File: src/logic/smc_defs.svh
// Width defines for the address, data and wait-state counter
`ifndef SMC_DEFS_SVH
`define SMC_DEFS_SVH

//--------------------------------------------------
// Memory interface widths
//--------------------------------------------------
`define SMC_ADDR_W 16 // Address bus
`define SMC_DATA_W 16 // Data bus, read and write

//--------------------------------------------------
// Timing counter widths
//--------------------------------------------------
// Wait-state count, so up to 255 extra strobe cycles
`define SMC_WS_W 8

`endif

File: src/logic/smc_pkg.sv
// Controller state enumeration
package smc_pkg;

  //--------------------------------------------------
  // Access phases of the static memory controller
  //--------------------------------------------------
  // One access walks IDLE, STORE, LE, RW, FLOAT
  // LE and FLOAT are skipped when their count is zero
  typedef enum logic [2:0]
  {
    IDLE  = 3'd0, // Waiting for a request
    STORE = 3'd1, // Request latched
    LE    = 3'd2, // Chip select leading edge
    RW    = 3'd3, // Read or write strobe with wait states
    FLOAT = 3'd4  // Chip select trailing edge
  } smc_state_t;

endpackage

File: src/logic/smc_state.sv
// Controller FSM with phase enables, load, read latch and done decode
`timescale 1ns/1ps
`include "smc_defs.svh"

module smc_state
(
  input  logic                  sys_clk27,     // System clock
  input  logic                  n_sys_reset27, // Async reset, active low
  input  logic                  req,           // One-cycle access strobe
  input  logic [1:0]            csle_count,    // Leading-edge count
  input  logic [`SMC_WS_W-1:0]  ws_count,      // Wait-state count
  input  logic [1:0]            cste_count,    // Trailing-edge count
  input  logic                  req_write_q,   // Stored direction, high for write
  output smc_pkg::smc_state_t   current_state, // Registered state
  output logic                  load,          // Take request and configuration
  output logic                  le_enable,     // Leading-edge counter decrement
  output logic                  ws_enable,     // Wait-state counter decrement
  output logic                  cste_enable,   // Trailing-edge counter decrement
  output logic                  latch_data,    // Capture read data this edge
  output logic                  smc_done       // Last cycle of the access
);

  import smc_pkg::*;

  smc_state_t next_state; // Combinational next state

  //--------------------------------------------------
  // Request acceptance
  //--------------------------------------------------
  // Strobes outside IDLE are simply dropped
  assign load = (current_state == IDLE) && req;

  //--------------------------------------------------
  // Next-state logic
  //--------------------------------------------------
  always_comb
  begin
    case (current_state)
      IDLE:
        if (req)
          next_state = STORE;
        else
          next_state = IDLE;

      STORE: // Skip LE when no leading edge was asked for
        if (csle_count != 2'd0)
          next_state = LE;
        else
          next_state = RW;

      LE: // Count 1 marks the last LE cycle
        if (csle_count <= 2'd1)
          next_state = RW;
        else
          next_state = LE;

      RW:
      begin
        if (ws_count != '0)
          next_state = RW; // Still counting wait states
        else if (cste_count != 2'd0)
          next_state = FLOAT;
        else
          next_state = IDLE;
      end

      FLOAT: // Same shape as LE
        if (cste_count <= 2'd1)
          next_state = IDLE;
        else
          next_state = FLOAT;

      default:
        next_state = IDLE; // Recover from unused codes
    endcase
  end

  //--------------------------------------------------
  // State register
  //--------------------------------------------------
  always_ff @(posedge sys_clk27 or negedge n_sys_reset27)
  begin
    if (!n_sys_reset27)
      current_state <= IDLE;
    else
      current_state <= next_state;
  end

  //--------------------------------------------------
  // Counter enables
  //--------------------------------------------------
  // Each counter only moves inside its own phase
  assign le_enable   = (current_state == LE);
  // No decrement on the exit cycle, count already at zero
  assign ws_enable   = (current_state == RW) && (next_state == RW);
  assign cste_enable = (current_state == FLOAT);

  //--------------------------------------------------
  // Read latch and done decode
  //--------------------------------------------------
  // Final RW cycle of a read, data settled on the bus
  assign latch_data = (current_state == RW) && (ws_count == '0) && !req_write_q;

  // Leaving RW or FLOAT for IDLE ends the access
  assign smc_done = ((current_state == RW) || (current_state == FLOAT)) &&
                    (next_state == IDLE);

endmodule

File: src/logic/smc_timing_counters.sv
// Leading-edge, wait-state and trailing-edge down-counters
`timescale 1ns/1ps
`include "smc_defs.svh"

module smc_timing_counters
(
  input  logic                  sys_clk27,     // System clock
  input  logic                  n_sys_reset27, // Async reset, active low
  input  logic                  load,          // Request accepted
  input  logic                  le_enable,     // Decrement leading edge
  input  logic                  ws_enable,     // Decrement wait states
  input  logic                  cste_enable,   // Decrement trailing edge
  input  logic [1:0]            cfg_csle,      // Leading-edge cycles
  input  logic [`SMC_WS_W-1:0]  cfg_ws,        // Wait states
  input  logic [1:0]            cfg_cste,      // Trailing-edge cycles
  output logic [1:0]            csle_count,
  output logic [`SMC_WS_W-1:0]  ws_count,
  output logic [1:0]            cste_count
);

  //--------------------------------------------------
  // Chip select leading edge
  //--------------------------------------------------
  always_ff @(posedge sys_clk27 or negedge n_sys_reset27)
  begin
    if (!n_sys_reset27)
      csle_count <= 2'd0;
    else if (load)
      csle_count <= cfg_csle; // Sampled only at acceptance
    else if (le_enable && (csle_count != 2'd0))
      csle_count <= csle_count - 2'd1;
  end

  //--------------------------------------------------
  // Wait states
  //--------------------------------------------------
  // Strobe phase lasts one cycle more than this count
  always_ff @(posedge sys_clk27 or negedge n_sys_reset27)
  begin
    if (!n_sys_reset27)
      ws_count <= '0;
    else if (load)
      ws_count <= cfg_ws;
    else if (ws_enable && (ws_count != '0))
      ws_count <= ws_count - 1'b1; // Floor at zero
  end

  //--------------------------------------------------
  // Chip select trailing edge
  //--------------------------------------------------
  always_ff @(posedge sys_clk27 or negedge n_sys_reset27)
  begin
    if (!n_sys_reset27)
      cste_count <= 2'd0;
    else if (load)
      cste_count <= cfg_cste; // Held through LE and RW
    else if (cste_enable && (cste_count != 2'd0))
      cste_count <= cste_count - 2'd1;
  end

endmodule

File: src/logic/smc_mem_pins.sv
// Memory pin block with address and data hold, strobes, read capture and done
`timescale 1ns/1ps
`include "smc_defs.svh"

module smc_mem_pins
(
  input  logic                    sys_clk27,     // System clock
  input  logic                    n_sys_reset27, // Async reset, active low
  input  logic                    load,          // Request accepted
  input  smc_pkg::smc_state_t     current_state, // FSM state
  input  logic                    latch_data,    // Capture read data
  input  logic                    smc_done,      // Last cycle of access
  input  logic                    req_write,     // Host direction
  input  logic [`SMC_ADDR_W-1:0]  req_addr,
  input  logic [`SMC_DATA_W-1:0]  req_wdata,
  input  logic [`SMC_DATA_W-1:0]  mem_rdata,
  output logic                    req_write_q,   // Stored direction
  output logic [`SMC_ADDR_W-1:0]  mem_addr,
  output logic [`SMC_DATA_W-1:0]  mem_wdata,
  output logic                    mem_cs_n,
  output logic                    mem_oe_n,
  output logic                    mem_we_n,
  output logic [`SMC_DATA_W-1:0]  rdata,         // Held until next done
  output logic                    done           // One-cycle completion
);

  import smc_pkg::*;

  //--------------------------------------------------
  // Request hold
  //--------------------------------------------------
  always_ff @(posedge sys_clk27)
  begin
    if (load)
    begin
      mem_addr  <= req_addr;  // Stable for the whole access
      mem_wdata <= req_wdata;
    end
  end

  always_ff @(posedge sys_clk27 or negedge n_sys_reset27)
  begin
    if (!n_sys_reset27)
      req_write_q <= 1'b0;
    else if (load)
      req_write_q <= req_write;
  end

  //--------------------------------------------------
  // Memory strobes
  //--------------------------------------------------
  // Chip select flop, falls leaving STORE, rises after the last cycle
  always_ff @(posedge sys_clk27 or negedge n_sys_reset27)
  begin
    if (!n_sys_reset27)
      mem_cs_n <= 1'b1;
    else if (smc_done)
      mem_cs_n <= 1'b1;
    else if (current_state == STORE)
      mem_cs_n <= 1'b0;
  end

  // Strobes decoded from the state and direction flops only
  assign mem_oe_n = !((current_state == RW) && !req_write_q);
  assign mem_we_n = !((current_state == RW) && req_write_q);

  //--------------------------------------------------
  // Read capture and done
  //--------------------------------------------------
  always_ff @(posedge sys_clk27 or negedge n_sys_reset27)
  begin
    if (!n_sys_reset27)
    begin
      rdata <= '0;
      done  <= 1'b0;
    end
    else
    begin
      if (latch_data)
        rdata <= mem_rdata; // Last RW edge of a read
      done <= smc_done;     // Lands in first IDLE cycle
    end
  end

endmodule

File: src/logic/smc_lite.sv
// Static memory controller top level with FSM, counters and pin block
`timescale 1ns/1ps
`include "smc_defs.svh"

module smc_lite
(
  input  logic                    sys_clk27,     // System clock
  input  logic                    n_sys_reset27, // Async reset, active low
  input  logic                    req,           // Start strobe, legal in idle
  input  logic                    req_write,     // High for write
  input  logic [`SMC_ADDR_W-1:0]  req_addr,
  input  logic [`SMC_DATA_W-1:0]  req_wdata,
  input  logic [1:0]              cfg_csle,      // Leading-edge cycles 0-3
  input  logic [`SMC_WS_W-1:0]    cfg_ws,        // Wait states 0-255
  input  logic [1:0]              cfg_cste,      // Trailing-edge cycles 0-3
  output logic                    done,
  output logic [`SMC_DATA_W-1:0]  rdata,
  output logic                    idle,
  output logic [`SMC_ADDR_W-1:0]  mem_addr,
  output logic [`SMC_DATA_W-1:0]  mem_wdata,
  output logic                    mem_cs_n,
  output logic                    mem_oe_n,
  output logic                    mem_we_n,
  input  logic [`SMC_DATA_W-1:0]  mem_rdata
);

  import smc_pkg::*;

  smc_state_t             current_state;
  logic                   load;
  logic                   le_enable;
  logic                   ws_enable;
  logic                   cste_enable;
  logic                   latch_data;
  logic                   smc_done;
  logic                   req_write_q;
  logic [1:0]             csle_count;
  logic [`SMC_WS_W-1:0]   ws_count;
  logic [1:0]             cste_count;

  assign idle = (current_state == IDLE); // Rises with done

  //--------------------------------------------------
  // Sub-blocks
  //--------------------------------------------------
  smc_state smc_state_inst (.*);

  smc_timing_counters smc_timing_counters_inst (.*);

  smc_mem_pins smc_mem_pins_inst (.*);

endmodule

File: config.mk
export PLATFORM = sky130hd
export DESIGN_NAME = smc_lite
export DESIGN_NICKNAME = d
export VERILOG_FILES = /design/src/logic/smc_pkg.sv /design/src/logic/smc_state.sv /design/src/logic/smc_timing_counters.sv /design/src/logic/smc_mem_pins.sv /design/src/logic/smc_lite.sv
export VERILOG_INCLUDE_DIRS = /design/src /design/src/logic
export SDC_FILE = /design/constraint.sdc
export NUM_CORES = 1
export LEC_CHECK = 0
export BUFFER_PORTS_ARGS = -buffer_cell sky130_fd_sc_hd__buf_4
export CAP_MARGIN = 0
export CORE_MARGIN = 5
export CORE_UTILIZATION = 53
export CTS_BUF_LIST = sky130_fd_sc_hd__clkbuf_8
export CTS_CLUSTER_SIZE = 10
export DETAILED_ROUTE_END_ITERATION = 12
export PLACE_DENSITY_LB_ADDON = 0.3
export SLEW_MARGIN = 30
export SYNTH_ARGS = -nofsm -noshare
export SYNTH_HDL_FRONTEND = slang
export SYNTH_SLANG_ARGS = --single-unit
File: constraint.sdc
create_clock -name sys_clk27 -period 6.2 [get_ports sys_clk27]
set_input_delay 0.31 -clock sys_clk27 [delete_from_list [all_inputs] [get_ports sys_clk27]]
set_output_delay 0.31 -clock sys_clk27 [all_outputs]
set_load 0.03 [all_outputs]
**Word-level counts from Yosys, hierarchy flattened**

Index checks and enable logic that the tools add are counted.

- Add/subtract/negate cells: 3
- $mul: 0
- Div/mod/pow operators: 0
- $lt $le $gt $ge: 2
- Equal/unequal tests: 5
- Shift operators: 0
- Muxes and demuxes: 15
- Bitwise operators: 0
- Reduce and logical (&&, ||, !) cells: 24

Operator list:

| operator | number |
|---|---|
| 8-bit 2-to-1 mux | 2 |
| 3-bit one-hot mux with 5 select lines | 1 |
| 2-bit nonzero test | 6 |
| 1-bit logical AND | 10 |
| 3-bit by 2-bit == test with 1-bit output, second input constant | 3 |
| 3-bit 2-to-1 mux | 3 |
| 8-bit logical NOT | 1 |
| 2-bit 2-to-1 mux | 4 |
| 8-bit nonzero test | 1 |
| 8-bit by 1-bit subtractor with 8-bit output, second input constant | 1 |
| 3-bit logical NOT | 2 |
| 1-bit 2-to-1 mux | 5 |
| 2-bit by 1-bit <= comparator with 1-bit output, second input constant | 2 |
| 2-bit by 1-bit subtractor with 2-bit output, second input constant | 2 |
| 3-bit by 1-bit == test with 1-bit output, second input constant | 1 |
| 3-bit == test, second input constant | 1 |
| 1-bit logical NOT | 3 |
| 1-bit logical OR | 1 |

- Flip-flop bits (word level): 66
- Latch bits: 0
- Memory bits (writable): 0
- ROM bits: 0
- Bits of input ports: 64
- Output and inout port bits: 53
- Word-level logic and storage cells: 59
- Memories kept: 0

**Depth between registers and ports, before layout**

Gate-level depths: netlist of the first run.

- Depth after elaboration: 9
- Gate-level depth with buffers: 7
- Depth with buffers taken out: 6

**Hierarchy**

A second synthesis of the first run with hierarchy kept.

- Cell total of the unflattened synthesis: 189
- Area total of the unflattened synthesis: 2761.4 um^2

Modules (own cells, without submodules):

| module | instances | cells an instance | area an instance (um^2) | sequential area each (um^2) |
|---|---|---|---|---|
| smc_mem_pins | 1 | 76 | 1729.2 | 1437.6 |
| smc_timing_counters | 1 | 85 | 765.7 | 300.3 |
| smc_state | 1 | 27 | 256.5 | 75.1 |
| smc_lite | 1 | 1 | 10.0 | 0.0 |

**Least setup slack after synthesis of the first run**

OpenSTA, ideal clock, no wires.

- Kind: register to register
- Start point: reg smc_state_inst.current_state[1]
- End point: reg smc_mem_pins_inst.req_write_q
- Library setup time: 0.125 ns
- Arrival time: 2.645 ns
- Required time: 6.075 ns
- Path slack: 3.429 ns
- Stages on the path, launching flop included: 6
- Path buffers: 1
- Period minus slack after synthesis: 2.771 ns
- Path through: dfrtp_1 clkbuf_1 nor3_1 nand2_1 inv_1 mux2_2

- Cells in the longest elaborated chain, start to end: 2

RTL lines:

| what | line | text |
|---|---|---|
| start: declaration | smc_state.sv:14 | `output smc_pkg::smc_state_t current_state,` |
| start signal: assignment | smc_state.sv:86 | `current_state <= next_state;` |
| 3-bit logical NOT | -- |  |
| net idle | smc_lite.sv:18 | `output logic idle,` |
| 1-bit logical AND | smc_state.sv:31 | `assign load = (current_state == IDLE) && req;` |
| net load | smc_lite.sv:30 | `logic load;` |
| end signal: assignment | smc_mem_pins.sv:46 | `req_write_q <= req_write;` |
| end: declaration | smc_mem_pins.sv:17 | `output logic req_write_q,` |

The timed path passes the listed nets, and every way through them passes these cells.
A chain may end at the register's enable or synchronous reset.

**Worst setup path after layout of the first run**

- Start point: reg smc_timing_counters_inst.ws_count[0]
- End point: reg smc_mem_pins_inst.rdata[3]

- Cells in the longest elaborated chain, start to end: 3

RTL lines:

| what | line | text |
|---|---|---|
| start: declaration | smc_timing_counters.sv:17 | `` output logic [`SMC_WS_W-1:0] ws_count, `` |
| start signal: assignment | smc_timing_counters.sv:43 | `ws_count <= cfg_ws;` |
| start signal: assignment | smc_timing_counters.sv:45 | `ws_count <= ws_count - 1'b1;` |
| 8-bit logical NOT | smc_state.sv:102 | `assign latch_data = (current_state == RW) && (ws_count == '0) && !req_write_q;` |
| 1-bit logical AND (2 in a row) | smc_state.sv:102 |  |
| end signal: assignment | smc_mem_pins.sv:80 | `rdata <= mem_rdata;` |
| end: declaration | smc_mem_pins.sv:23 | `` output logic [`SMC_DATA_W-1:0] rdata, `` |

Every way passes these cells.

==> flow_summary.json, run 1 <==
{
  "finalHoldViolCount": 0,
  "grt_usage_pct": 18.8,
  "cts_max_level": 3,
  "grt_max_degree": 35,
  "tns_ns": 0,
  "p_comb_share_pct": 29.5,
  "dp_slack_ns": 3.73,
  "power.internal_w": 0.000928,
  "status": "finished, final reports clean",
  "viasPerCell": 5.04,
  "power_leakage_nw": 1.77,
  "drt-pass1-iter-count": 4,
  "switching_share_pct": 32.2,
  "drt-initial-drc-count": 61,
  "grt_pass1_vias": 1827,
  "numCtsBuffers": 9,
  "ir_drop_mv": 0.225,
  "cts.clk_slew.worst_paths_ns": 0.07,
  "die_w_microns": 81.4,
  "crit_buf_inv": 1,
  "p_seq_share_pct": 44.2,
  "initial_core_util_pct": 53.6,
  "maxSlewViolCount": 0,
  "synth_area_sq_um": 2700,
  "cp_slowest_stage_delay_ns": 0.75,
  "cts_num_sinks": 66,
  "syn_to_final_growth_pct": 41.8,
  "skew_ns": 0.00833,
  "synthesis.nets": 260,
  "cp_max_fo": 16,
  "antenna_found_initial": 0,
  "final_cells": 387,
  "clockBufferDepth": 2,
  "synth.distinct_cells": 40,
  "drive_gt1_share_pct": 49.5,
  "critPathKind": "flip-flop to flip-flop",
  "r2r_slack_ns": 3.72,
  "critPathTopFamily": "simple AND/OR/NAND/NOR gates",
  "slew_headroom_pct": 43.5,
  "placed_cells": 370,
  "cts_tree": "yes",
  "clkLatencyLatePin_ns": 0.34,
  "multi_input_area_sq_um": 810,
  "crit_required_ns": 6.42,
  "row_count": 26,
  "yosysSeqAreaShare_pct": 67.1,
  "drtAntennaViolNets": 0,
  "path_cells": "inv_1, ha_1, or3b_2, or3_1, mux2_2",
  "cts_setup_buffers": 0,
  "ys_ff_latch": 66,
  "start_kind": "flip-flop",
  "regArea_sq_um": 1810,
  "routed_wl_microns": 6180,
  "vias": 1949,
  "setup_viol": 0,
  "diodes": 0,
  "fmax_mhz": 403,
  "layout_min_cycle_time_ns": 2.48,
  "tightest_slew_ns": 0.848,
  "setup_ws_ns": 3.72,
  "min_path_type": "input port to flip-flop",
  "end_kind": "flip-flop",
  "min_period_over_period_pct": 40.0,
  "ys_warn_count": 0,
  "pwr_density_cell_nw_per_um2": 357,
  "p_sw_w": 0.000441,
  "critPathSlowestCell": "or3_1",
  "port_buffers": 116,
  "remaining_drc_errors": 0,
  "synth_top_flop_cell": "dfrtp_1",
  "dpl.hpwl_microns": 4660,
  "netlist_instances": 190,
  "nets": 382,
  "fill_cells": 335,
  "top_level_ports": 117,
  "cp_data_arrival_time_ns": 2.70,
  "synth.avg_cell_area_sq_um": 14.2,
  "cap_violations": 0,
  "core_sq_um": 5040,
  "ys_async_sr_fraction_pct": 51.5,
  "place_congestion": 0.805,
  "cts_resized": 0,
  "power.share.clock_pct": 26.3,
  "fp.dieArea_sq_um": 6630,
  "wl_per_cell_microns": 16.0,
  "rsz0062_at_grt": "false",
  "grt_pass1_wl_microns": 9070,
  "synth_edf_count": 32,
  "clk_root_buffer_cell": "clkbuf_8",
  "overflow": 0,
  "die_h_microns": 81.4
}
layout by cell type, fill, tap and decap left out, types with 4 or more instances in the layout:
cell type,count
mux2_2,8
dfrtp_1,33
mux2i_1,4
mux2_4,10
nand2_1,7
a21oi_1,9
edfxtp_1,32
nor2_1,23
clkbuf_8,10
inv_1,8
buf_4,117
ha_1,6
path summary, 6_finish.rpt:
| kind | startpoint | endpoint | depth (start not counted) |
|---|---|---|---|
| min in group asynchronous | n_sys_reset27 | smc_mem_pins_inst.rdata[5]$_DFFE_PN0P_ | 2 |
| worst max-delay path | smc_timing_counters_inst.ws_count[0]$_DFFE_PN0P_ | smc_mem_pins_inst.rdata[3]$_DFFE_PN0P_ | 5 |
| worst min register to register | smc_mem_pins_inst.rdata[4]$_DFFE_PN0P_ | smc_mem_pins_inst.rdata[4]$_DFFE_PN0P_ | 1 |
| worst min-delay path | req_wdata[1] | smc_mem_pins_inst.mem_wdata[1]$_DFFE_PP_ | 1 |
| worst max register to register | smc_timing_counters_inst.ws_count[0]$_DFFE_PN0P_ | smc_mem_pins_inst.rdata[3]$_DFFE_PN0P_ | 5 |
| max in group asynchronous | n_sys_reset27 | smc_mem_pins_inst.mem_cs_n$_DFFE_PN1P_ | 2 |
worst reg2reg max path, cell delays in order, from the launching register on:
cell and delay [ns]:
dfrtp_1 0.41, inv_1 0.10, ha_1 0.19, or3b_2 0.49, or3_1 0.75, mux2_2 0.43
cell usage after synthesis, types with 4 or more instances:
library cell  count  area, sq um
nand2_1           7         26.3
clkbuf_1          5         18.8
edfxtp_1         32          961
dfrtp_1          33          826
mux2_2            8         90.1
mux2i_1           4         40.0
inv_1             8         30.0
a21oi_1           9         45.0
ha_1              6         75.1
mux2_4           10          150
nor2_1           23         86.3
area by class of cell:
type,instances,share of cell area (%)
repair buffers,118,23.2
inverters,8,0.784
clock inverters,6,1.70
multi-input cells,109,21.1
clock buffers,10,3.59
flip-flops and latches,66,47.3
well taps,70,2.29
power groups by stage:
stage / combinational, W / clock [W] / sequential [W]
3_5_place_dp: 0.000403 / 0 / 0.000611
6_report: 0.000404 / 0.000359 / 0.000605
2_1_floorplan: 0.000198 / 0 / 0.000666
4_1_cts: 0.000407 / 0.000367 / 0.000603
3_3_place_gp: 0.000392 / 0 / 0.000606
5_1_grt: 0.000440 / 0.000387 / 0.000615
registers in the layout (all words and copies together), names as in the netlist:
signal	count
smc_mem_pins_inst.done	1
smc_mem_pins_inst.req_write_q	1
smc_mem_pins_inst.mem_wdata	16
smc_timing_counters_inst.cste_count	2
smc_timing_counters_inst.csle_count	2
smc_mem_pins_inst.mem_addr	16
smc_mem_pins_inst.mem_cs_n	1
smc_timing_counters_inst.ws_count	8
smc_state_inst.current_state	3
smc_mem_pins_inst.rdata	16
kinds of logic after synthesis:
| family | Yosys count | share of synthesized area, % |
|---|---|---|
| XOR/XNOR | 3 | 0.972 |
| AND/OR/NAND/NOR | 55 | 10.5 |
| flip-flops | 66 | 67.1 |
| AO/OA/AOI/OAI | 23 | 5.37 |
| buffers and inverters | 15 | 2.96 |
| adder cells (fa/ha/maj) | 6 | 2.78 |
| multiplexers | 22 | 10.4 |
layer usage:
metal / track usage (%) / vias to the layer above / share of wire (%)
li1: - / 922 / -
met1: 23.5 / 927 / 40
met2: 29.2 / 91 / 47
met3: 5.92 / 9 / 11
met4: 10.3 / 0 / 1.7
met5: 0 / - / 0
per-stage QoR:
| step | hold slack (ns) | area (sq um) | power [W] | util (%) |
|---|---|---|---|---|
| 3_5_place_dp | 0.283 | 3620 | 0.00101 | 71.8 |
| 4_1_cts | 0.127 | 3830 | 0.00138 | 76.0 |
| 3_3_place_gp | 0.280 | 3620 | 0.000998 | 71.8 |
| 2_1_floorplan | 0.0144 | 2700 | 0.000864 | - |
| 5_1_grt | 0.122 | 3830 | 0.00144 | 76.0 |
| 6_report | 0.144 | 3830 | 0.00137 | 76.0 |
what timing repair did:
item,CTS,global route
endpoints found under the hold margin,33,0
endpoints found under the setup margin,0,0
hold buffers,1,0
(Power assumes the default switching activity.)
==> inputs of run 2 (changes only) <==
--- a/config.mk
+++ b/config.mk
@@ -9,7 +9,7 @@
 export BUFFER_PORTS_ARGS = -buffer_cell sky130_fd_sc_hd__buf_4
 export CAP_MARGIN = 0
 export CORE_MARGIN = 5
-export CORE_UTILIZATION = 53
+export CORE_UTILIZATION = 49
 export CTS_BUF_LIST = sky130_fd_sc_hd__clkbuf_8
 export CTS_CLUSTER_SIZE = 10
 export DETAILED_ROUTE_END_ITERATION = 12
==> constraint.sdc (replaced) <==
create_clock -name sys_clk27 -period 2.41 [get_ports sys_clk27]
set_input_delay 0.1205 -clock sys_clk27 [delete_from_list [all_inputs] [get_ports sys_clk27]]
set_output_delay 0.1205 -clock sys_clk27 [all_outputs]
set_load 0.03 [all_outputs]
==> flow_summary.json, run 2 (synthesis gave the netlist of run 1 again) <==
{
  "core_sq_um": 5440,
  "setup.worst_path.end": "smc_mem_pins_inst.rdata[14]$_DFFE_PN0P_",
  "rsz0062_at_grt": "false",
  "placed_cells": 375,
  "mostFrequentLayoutCells": "buf_4 (120), dlygate4sd3_1 (34), dfrtp_1 (33)",
  "power_leakage_nw": 1.90,
  "pwr_density_cell_nw_per_um2": 816,
  "cp_data_arrival_time_ns": 2.41,
  "cap_violations": 0,
  "postLayoutCoreUtil_pct": 76.4,
  "grt_max_degree": 35,
  "status": "finished, final reports clean",
  "maxSlewViolCount": 0,
  "grt_pass1_wl_microns": 11000,
  "row_count": 27,
  "end_kind": "flip-flop",
  "cts.clk_slew.worst_paths_ns": 0.07,
  "vias": 2088,
  "drt-initial-drc-count": 73,
  "layout_min_cycle_time_ns": 2.20,
  "antenna_found_initial": 0,
  "viasPerCell": 4.91,
  "r2r-end": "smc_mem_pins_inst.rdata[14]$_DFFE_PN0P_",
  "fmax_mhz": 455,
  "fp.dieArea_sq_um": 7100,
  "place_congestion": 0.788,
  "clk_root_buffer_cell": "clkbuf_8",
  "grt_pass1_vias": 2148,
  "tightest_slew_ns": 0.627,
  "final_cells": 425,
  "drtAntennaViolNets": 0,
  "overflow": 0,
  "crit_required_ns": 2.62,
  "setup_viol": 0,
  "path_cells": "inv_1, ha_1, or3b_2, or3_1, buf_4, mux2_4",
  "cts_setup_buffers": 0,
  "nets": 418,
  "drive_gt1_share_pct": 45.6,
  "startpoint": "smc_timing_counters_inst.ws_count[0]$_DFFE_PN0P_",
  "cts_resized": 0,
  "ir_drop_mv": 0.728,
  "remaining_drc_errors": 0,
  "worstReg2RegStart": "smc_timing_counters_inst.ws_count[0]$_DFFE_PN0P_",
  "finalHoldViolCount": 0,
  "clkLatencyLatePin_ns": 0.32,
  "wl_per_cell_microns": 16.4,
  "cp_slowest_stage_delay_ns": 0.49,
  "grt_usage_pct": 20.0,
  "diodes": 0,
  "critPathKind": "flip-flop to flip-flop",
  "reg2regPathDepth": 6,
  "min_path_type": "input port to flip-flop",
  "top_level_ports": 117,
  "fill_cells": 330,
  "dpl.hpwl_microns": 4740,
  "skew_ns": 0.00941,
  "cts_max_level": 3,
  "numCtsBuffers": 9,
  "die_w_microns": 84.3,
  "layout_commonest_cell": "buf_4",
  "multi_input_area_sq_um": 815,
  "cts_tree": "yes",
  "drt-pass1-iter-count": 4,
  "reg_top3": "smc_mem_pins_inst.mem_addr (16), smc_mem_pins_inst.mem_wdata (16), smc_mem_pins_inst.rdata (16)",
  "power_w": 0.00339,
  "start_kind": "flip-flop",
  "whs_ns": 0.0284,
  "routed_wl_microns": 6970,
  "cts_num_sinks": 66,
  "regArea_sq_um": 1810,
  "cp_max_fo": 16,
  "slew_headroom_pct": 57.6,
  "r2r_slack_ns": 0.21,
  "tns_ns": 0,
  "initial_core_util_pct": 49.7,
  "min_period_over_period_pct": 91.2,
  "port_buffers": 116,
  "syn_to_final_growth_pct": 53.8,
  "die_h_microns": 84.3,
  "critPathSlowestCell": "or3b_2",
  "clockBufferDepth": 2
}
run 2: cell types whose count changed in the layout (fill, tap and decap cells not counted), sizes merged:
cell         previous run  this run
clkinvlp                1         3
bufinv                  1         0
buf                   117       120
clkbuf                 10         9
dlygate4sd3             1        34
inv                     9         8
clkinv                  3         4
run 2: worst min-delay path by stage:
stage / startpoint / to / slack, ns / depth (start not counted)
after floorplan: n_sys_reset27 / smc_mem_pins_inst.done$_DFF_PN0_ / -0.18 / 0
after global placement: n_sys_reset27 / smc_mem_pins_inst.rdata[14]$_DFFE_PN0P_ / 0.09 / 1
after detailed placement: n_sys_reset27 / smc_mem_pins_inst.rdata[14]$_DFFE_PN0P_ / 0.09 / 1
after CTS: mem_rdata[12] / smc_mem_pins_inst.rdata[12]$_DFFE_PN0P_ / 0.009 / 2
after global routing: mem_rdata[2] / smc_mem_pins_inst.rdata[2]$_DFFE_PN0P_ / 0.004 / 2
final: mem_rdata[1] / smc_mem_pins_inst.rdata[1]$_DFFE_PN0P_ / 0.03 / 2
run 2: final cells by class:
cell class,instances,share of cell area [%]
flip-flops and latches,66,43.6
multi-input cells,109,19.6
clock buffers,9,2.98
clock inverters,7,0.933
inverters,8,0.813
well taps,72,2.17
repair buffers,154,29.9
run 2: worst max-delay path: cells and delay by family, from the launching register on:
kind / cells / cell delay (ns)
adder cells (fa/ha/maj): 1 / 0.18
buffers and inverters: 2 / 0.31
flip-flops: 1 / 0.40
multiplexers: 1 / 0.32
AND/OR/NAND/NOR: 2 / 0.87
run 2: per-layer routing:
metal	up-vias	track usage, %	wire length, microns
met5	-	0	0
met4	0	6.87	106
met3	10	6.87	556
met2	80	32.6	3460
met1	1005	25.0	2850
li1	993	-	-
run 2: repair_timing:
action                     in CTS  in global routing
setup endpoints to repair       0                  0
hold endpoints to repair       66                  0
hold buffers                   34                  0
run 2: power breakdown:
part           internal [W]  switching (W)
clock              0.000361       0.000401
combinational      0.000538       0.000544
sequential          0.00138       0.000169
run 2: stage by stage:
step	cell area, sq um	setup slack, ns
floorplan	2710	0.230
finish	4160	0.213
global placement	3650	0.255
global route	4160	0.113
detailed placement	3650	0.220
CTS	4160	0.217
==> inputs of run 3 (changes only) <==
--- a/config.mk
+++ b/config.mk
@@ -9,7 +9,7 @@
 export BUFFER_PORTS_ARGS = -buffer_cell sky130_fd_sc_hd__buf_4
 export CAP_MARGIN = 0
 export CORE_MARGIN = 5
-export CORE_UTILIZATION = 49
+export CORE_UTILIZATION = 35
 export CTS_BUF_LIST = sky130_fd_sc_hd__clkbuf_8
 export CTS_CLUSTER_SIZE = 10
 export DETAILED_ROUTE_END_ITERATION = 12
==> flow_summary.json, run 3 (synthesis gave the netlist of run 1 again) <==
{
  "cp_slowest_stage_delay_ns": 0.50,
  "dpl.hpwl_microns": 4560,
  "cts_tree": "yes",
  "startpoint": "smc_timing_counters_inst.ws_count[0]$_DFFE_PN0P_",
  "critPathTopFamily": "simple AND/OR/NAND/NOR gates",
  "mostFrequentLayoutCells": "buf_4 (120), dlygate4sd3_1 (46), dfrtp_1 (33)",
  "cts_num_sinks": 66,
  "clockBufferDepth": 2,
  "remaining_drc_errors": 0,
  "min_from": "mem_rdata[0]",
  "overflow": 0,
  "initial_core_util_pct": 35.5,
  "antenna_found_initial": 0,
  "viasPerCell": 4.52,
  "regArea_sq_um": 1810,
  "nets": 430,
  "drtAntennaViolNets": 0,
  "syn_to_final_growth_pct": 61.3,
  "worstReg2RegStart": "smc_timing_counters_inst.ws_count[0]$_DFFE_PN0P_",
  "die_h_microns": 97.9,
  "ir_drop_mv": 0.298,
  "cap_violations": 0,
  "skew_ns": 0.00802,
  "multi_input_area_sq_um": 815,
  "top_level_ports": 117,
  "core_sq_um": 7610,
  "start_kind": "flip-flop",
  "drt-pass1-iter-count": 4,
  "cts_setup_buffers": 0,
  "port_buffers": 116,
  "tightest_slew_ns": 0.629,
  "critPathKind": "flip-flop to flip-flop",
  "cts_max_level": 3,
  "place_area_sq_um": 3690,
  "fmax_mhz": 447,
  "min_path_type": "input port to flip-flop",
  "power_leakage_nw": 1.97,
  "setup_viol": 0,
  "path_cells": "inv_1, ha_1, or3b_2, or3_1, buf_4, mux2_4",
  "crit_buf_inv": 2,
  "clk_root_buffer_cell": "clkbuf_8",
  "layout_commonest_cell": "buf_4",
  "critPathSlowestCell": "or3b_2",
  "numCtsBuffers": 9,
  "grt_usage_pct": 14.7,
  "design_area_sq_um": 4360,
  "routed_wl_microns": 6910,
  "fill_cells": 655,
  "die_w_microns": 97.9,
  "finalHoldViolCount": 0,
  "fp.dieArea_sq_um": 9580,
  "reg_top3": "smc_mem_pins_inst.mem_addr (16), smc_mem_pins_inst.mem_wdata (16), smc_mem_pins_inst.rdata (16)",
  "clkLatencyLatePin_ns": 0.34,
  "row_count": 32,
  "maxSlewViolCount": 0,
  "drt-initial-drc-count": 55,
  "min_period_over_period_pct": 92.8,
  "rsz0062_at_grt": "false",
  "end_kind": "flip-flop",
  "slew_headroom_pct": 57.5,
  "pwr_density_cell_nw_per_um2": 835,
  "status": "finished, final reports clean",
  "grt_max_degree": 35,
  "grt_pass1_wl_microns": 11000,
  "crit_required_ns": 2.63,
  "cp_data_arrival_time_ns": 2.46,
  "grt_pass1_vias": 2183,
  "place_congestion": 0.814,
  "diodes": 0,
  "layout_min_cycle_time_ns": 2.24,
  "cts.clk_slew.worst_paths_ns": 0.07,
  "drive_gt1_share_pct": 44.1,
  "cp_max_fo": 16,
  "tns_ns": 0,
  "vias": 2109,
  "wl_per_cell_microns": 14.8
}
## run 3: worst paths after layout
check | cells after the start | endpoint | slack [ns]
hold / removal | 2 | smc_mem_pins_inst.rdata[0]$_DFFE_PN0P_ | 0.02
setup / recovery | 6 | smc_mem_pins_inst.rdata[15]$_DFFE_PN0P_ | 0.17
setup reg to reg | 6 | smc_mem_pins_inst.rdata[15]$_DFFE_PN0P_ | 0.17
min in group asynchronous | 2 | smc_mem_pins_inst.rdata[8]$_DFFE_PN0P_ | 0.28
max in group asynchronous | 2 | smc_mem_pins_inst.mem_cs_n$_DFFE_PN1P_ | 1.79
hold reg to reg | 1 | smc_mem_pins_inst.rdata[15]$_DFFE_PN0P_ | 0.51
## run 3: power breakdown
part | internal (W) | leakage [nW] | switching [W]
registers | 0.00138 | 0.680 | 0.000171
logic | 0.000558 | 1.18 | 0.000538
clock network | 0.000573 | 0.110 | 0.000421
## run 3: timing repair
| item | 4_1_cts | 5_1_grt |
|---|---|---|
| gates resized for setup | 0 | 0 |
| hold buffers | 42 | 4 |
| endpoints found under the hold margin | 74 | 4 |
## run 3: layout make-up
| type | instances | area share [%] |
|---|---|---|
| timing repair buffer | 166 | 31.2 |
| inverter | 8 | 0.775 |
| clock inverter | 7 | 1.98 |
| tap | 102 | 2.93 |
| clock buffer | 9 | 2.84 |
| sequential | 66 | 41.6 |
| multi-input combinational | 109 | 18.7 |
## run 3: per-layer routing
layer	GRT usage, %	vias to the layer above	routed length (microns)	part of all wire (%)
li1	-	1018	-	-
met1	17.0	988	2930	42
met2	24.1	87	3280	47
met3	5.14	16	489	7.1
met4	7.67	0	216	3.1
met5	0	-	0	0
## run 3: per-stage QoR
step / cells / hold slack [ns] / power (W) / utilization, % / worst slack (ns)
4_1_cts: 463 / 0.000691 / 0.00367 / 56.8 / 0.180
3_3_place_gp: 405 / 0.0970 / 0.00258 / 48.5 / 0.247
2_1_floorplan: 190 / -0.175 / 0.00222 / - / 0.230
5_1_grt: 467 / 0.0000815 / 0.00385 / 57.3 / 0.114
3_5_place_dp: 405 / 0.104 / 0.00261 / 48.5 / 0.190
6_report: 467 / 0.0174 / 0.00364 / 57.3 / 0.174
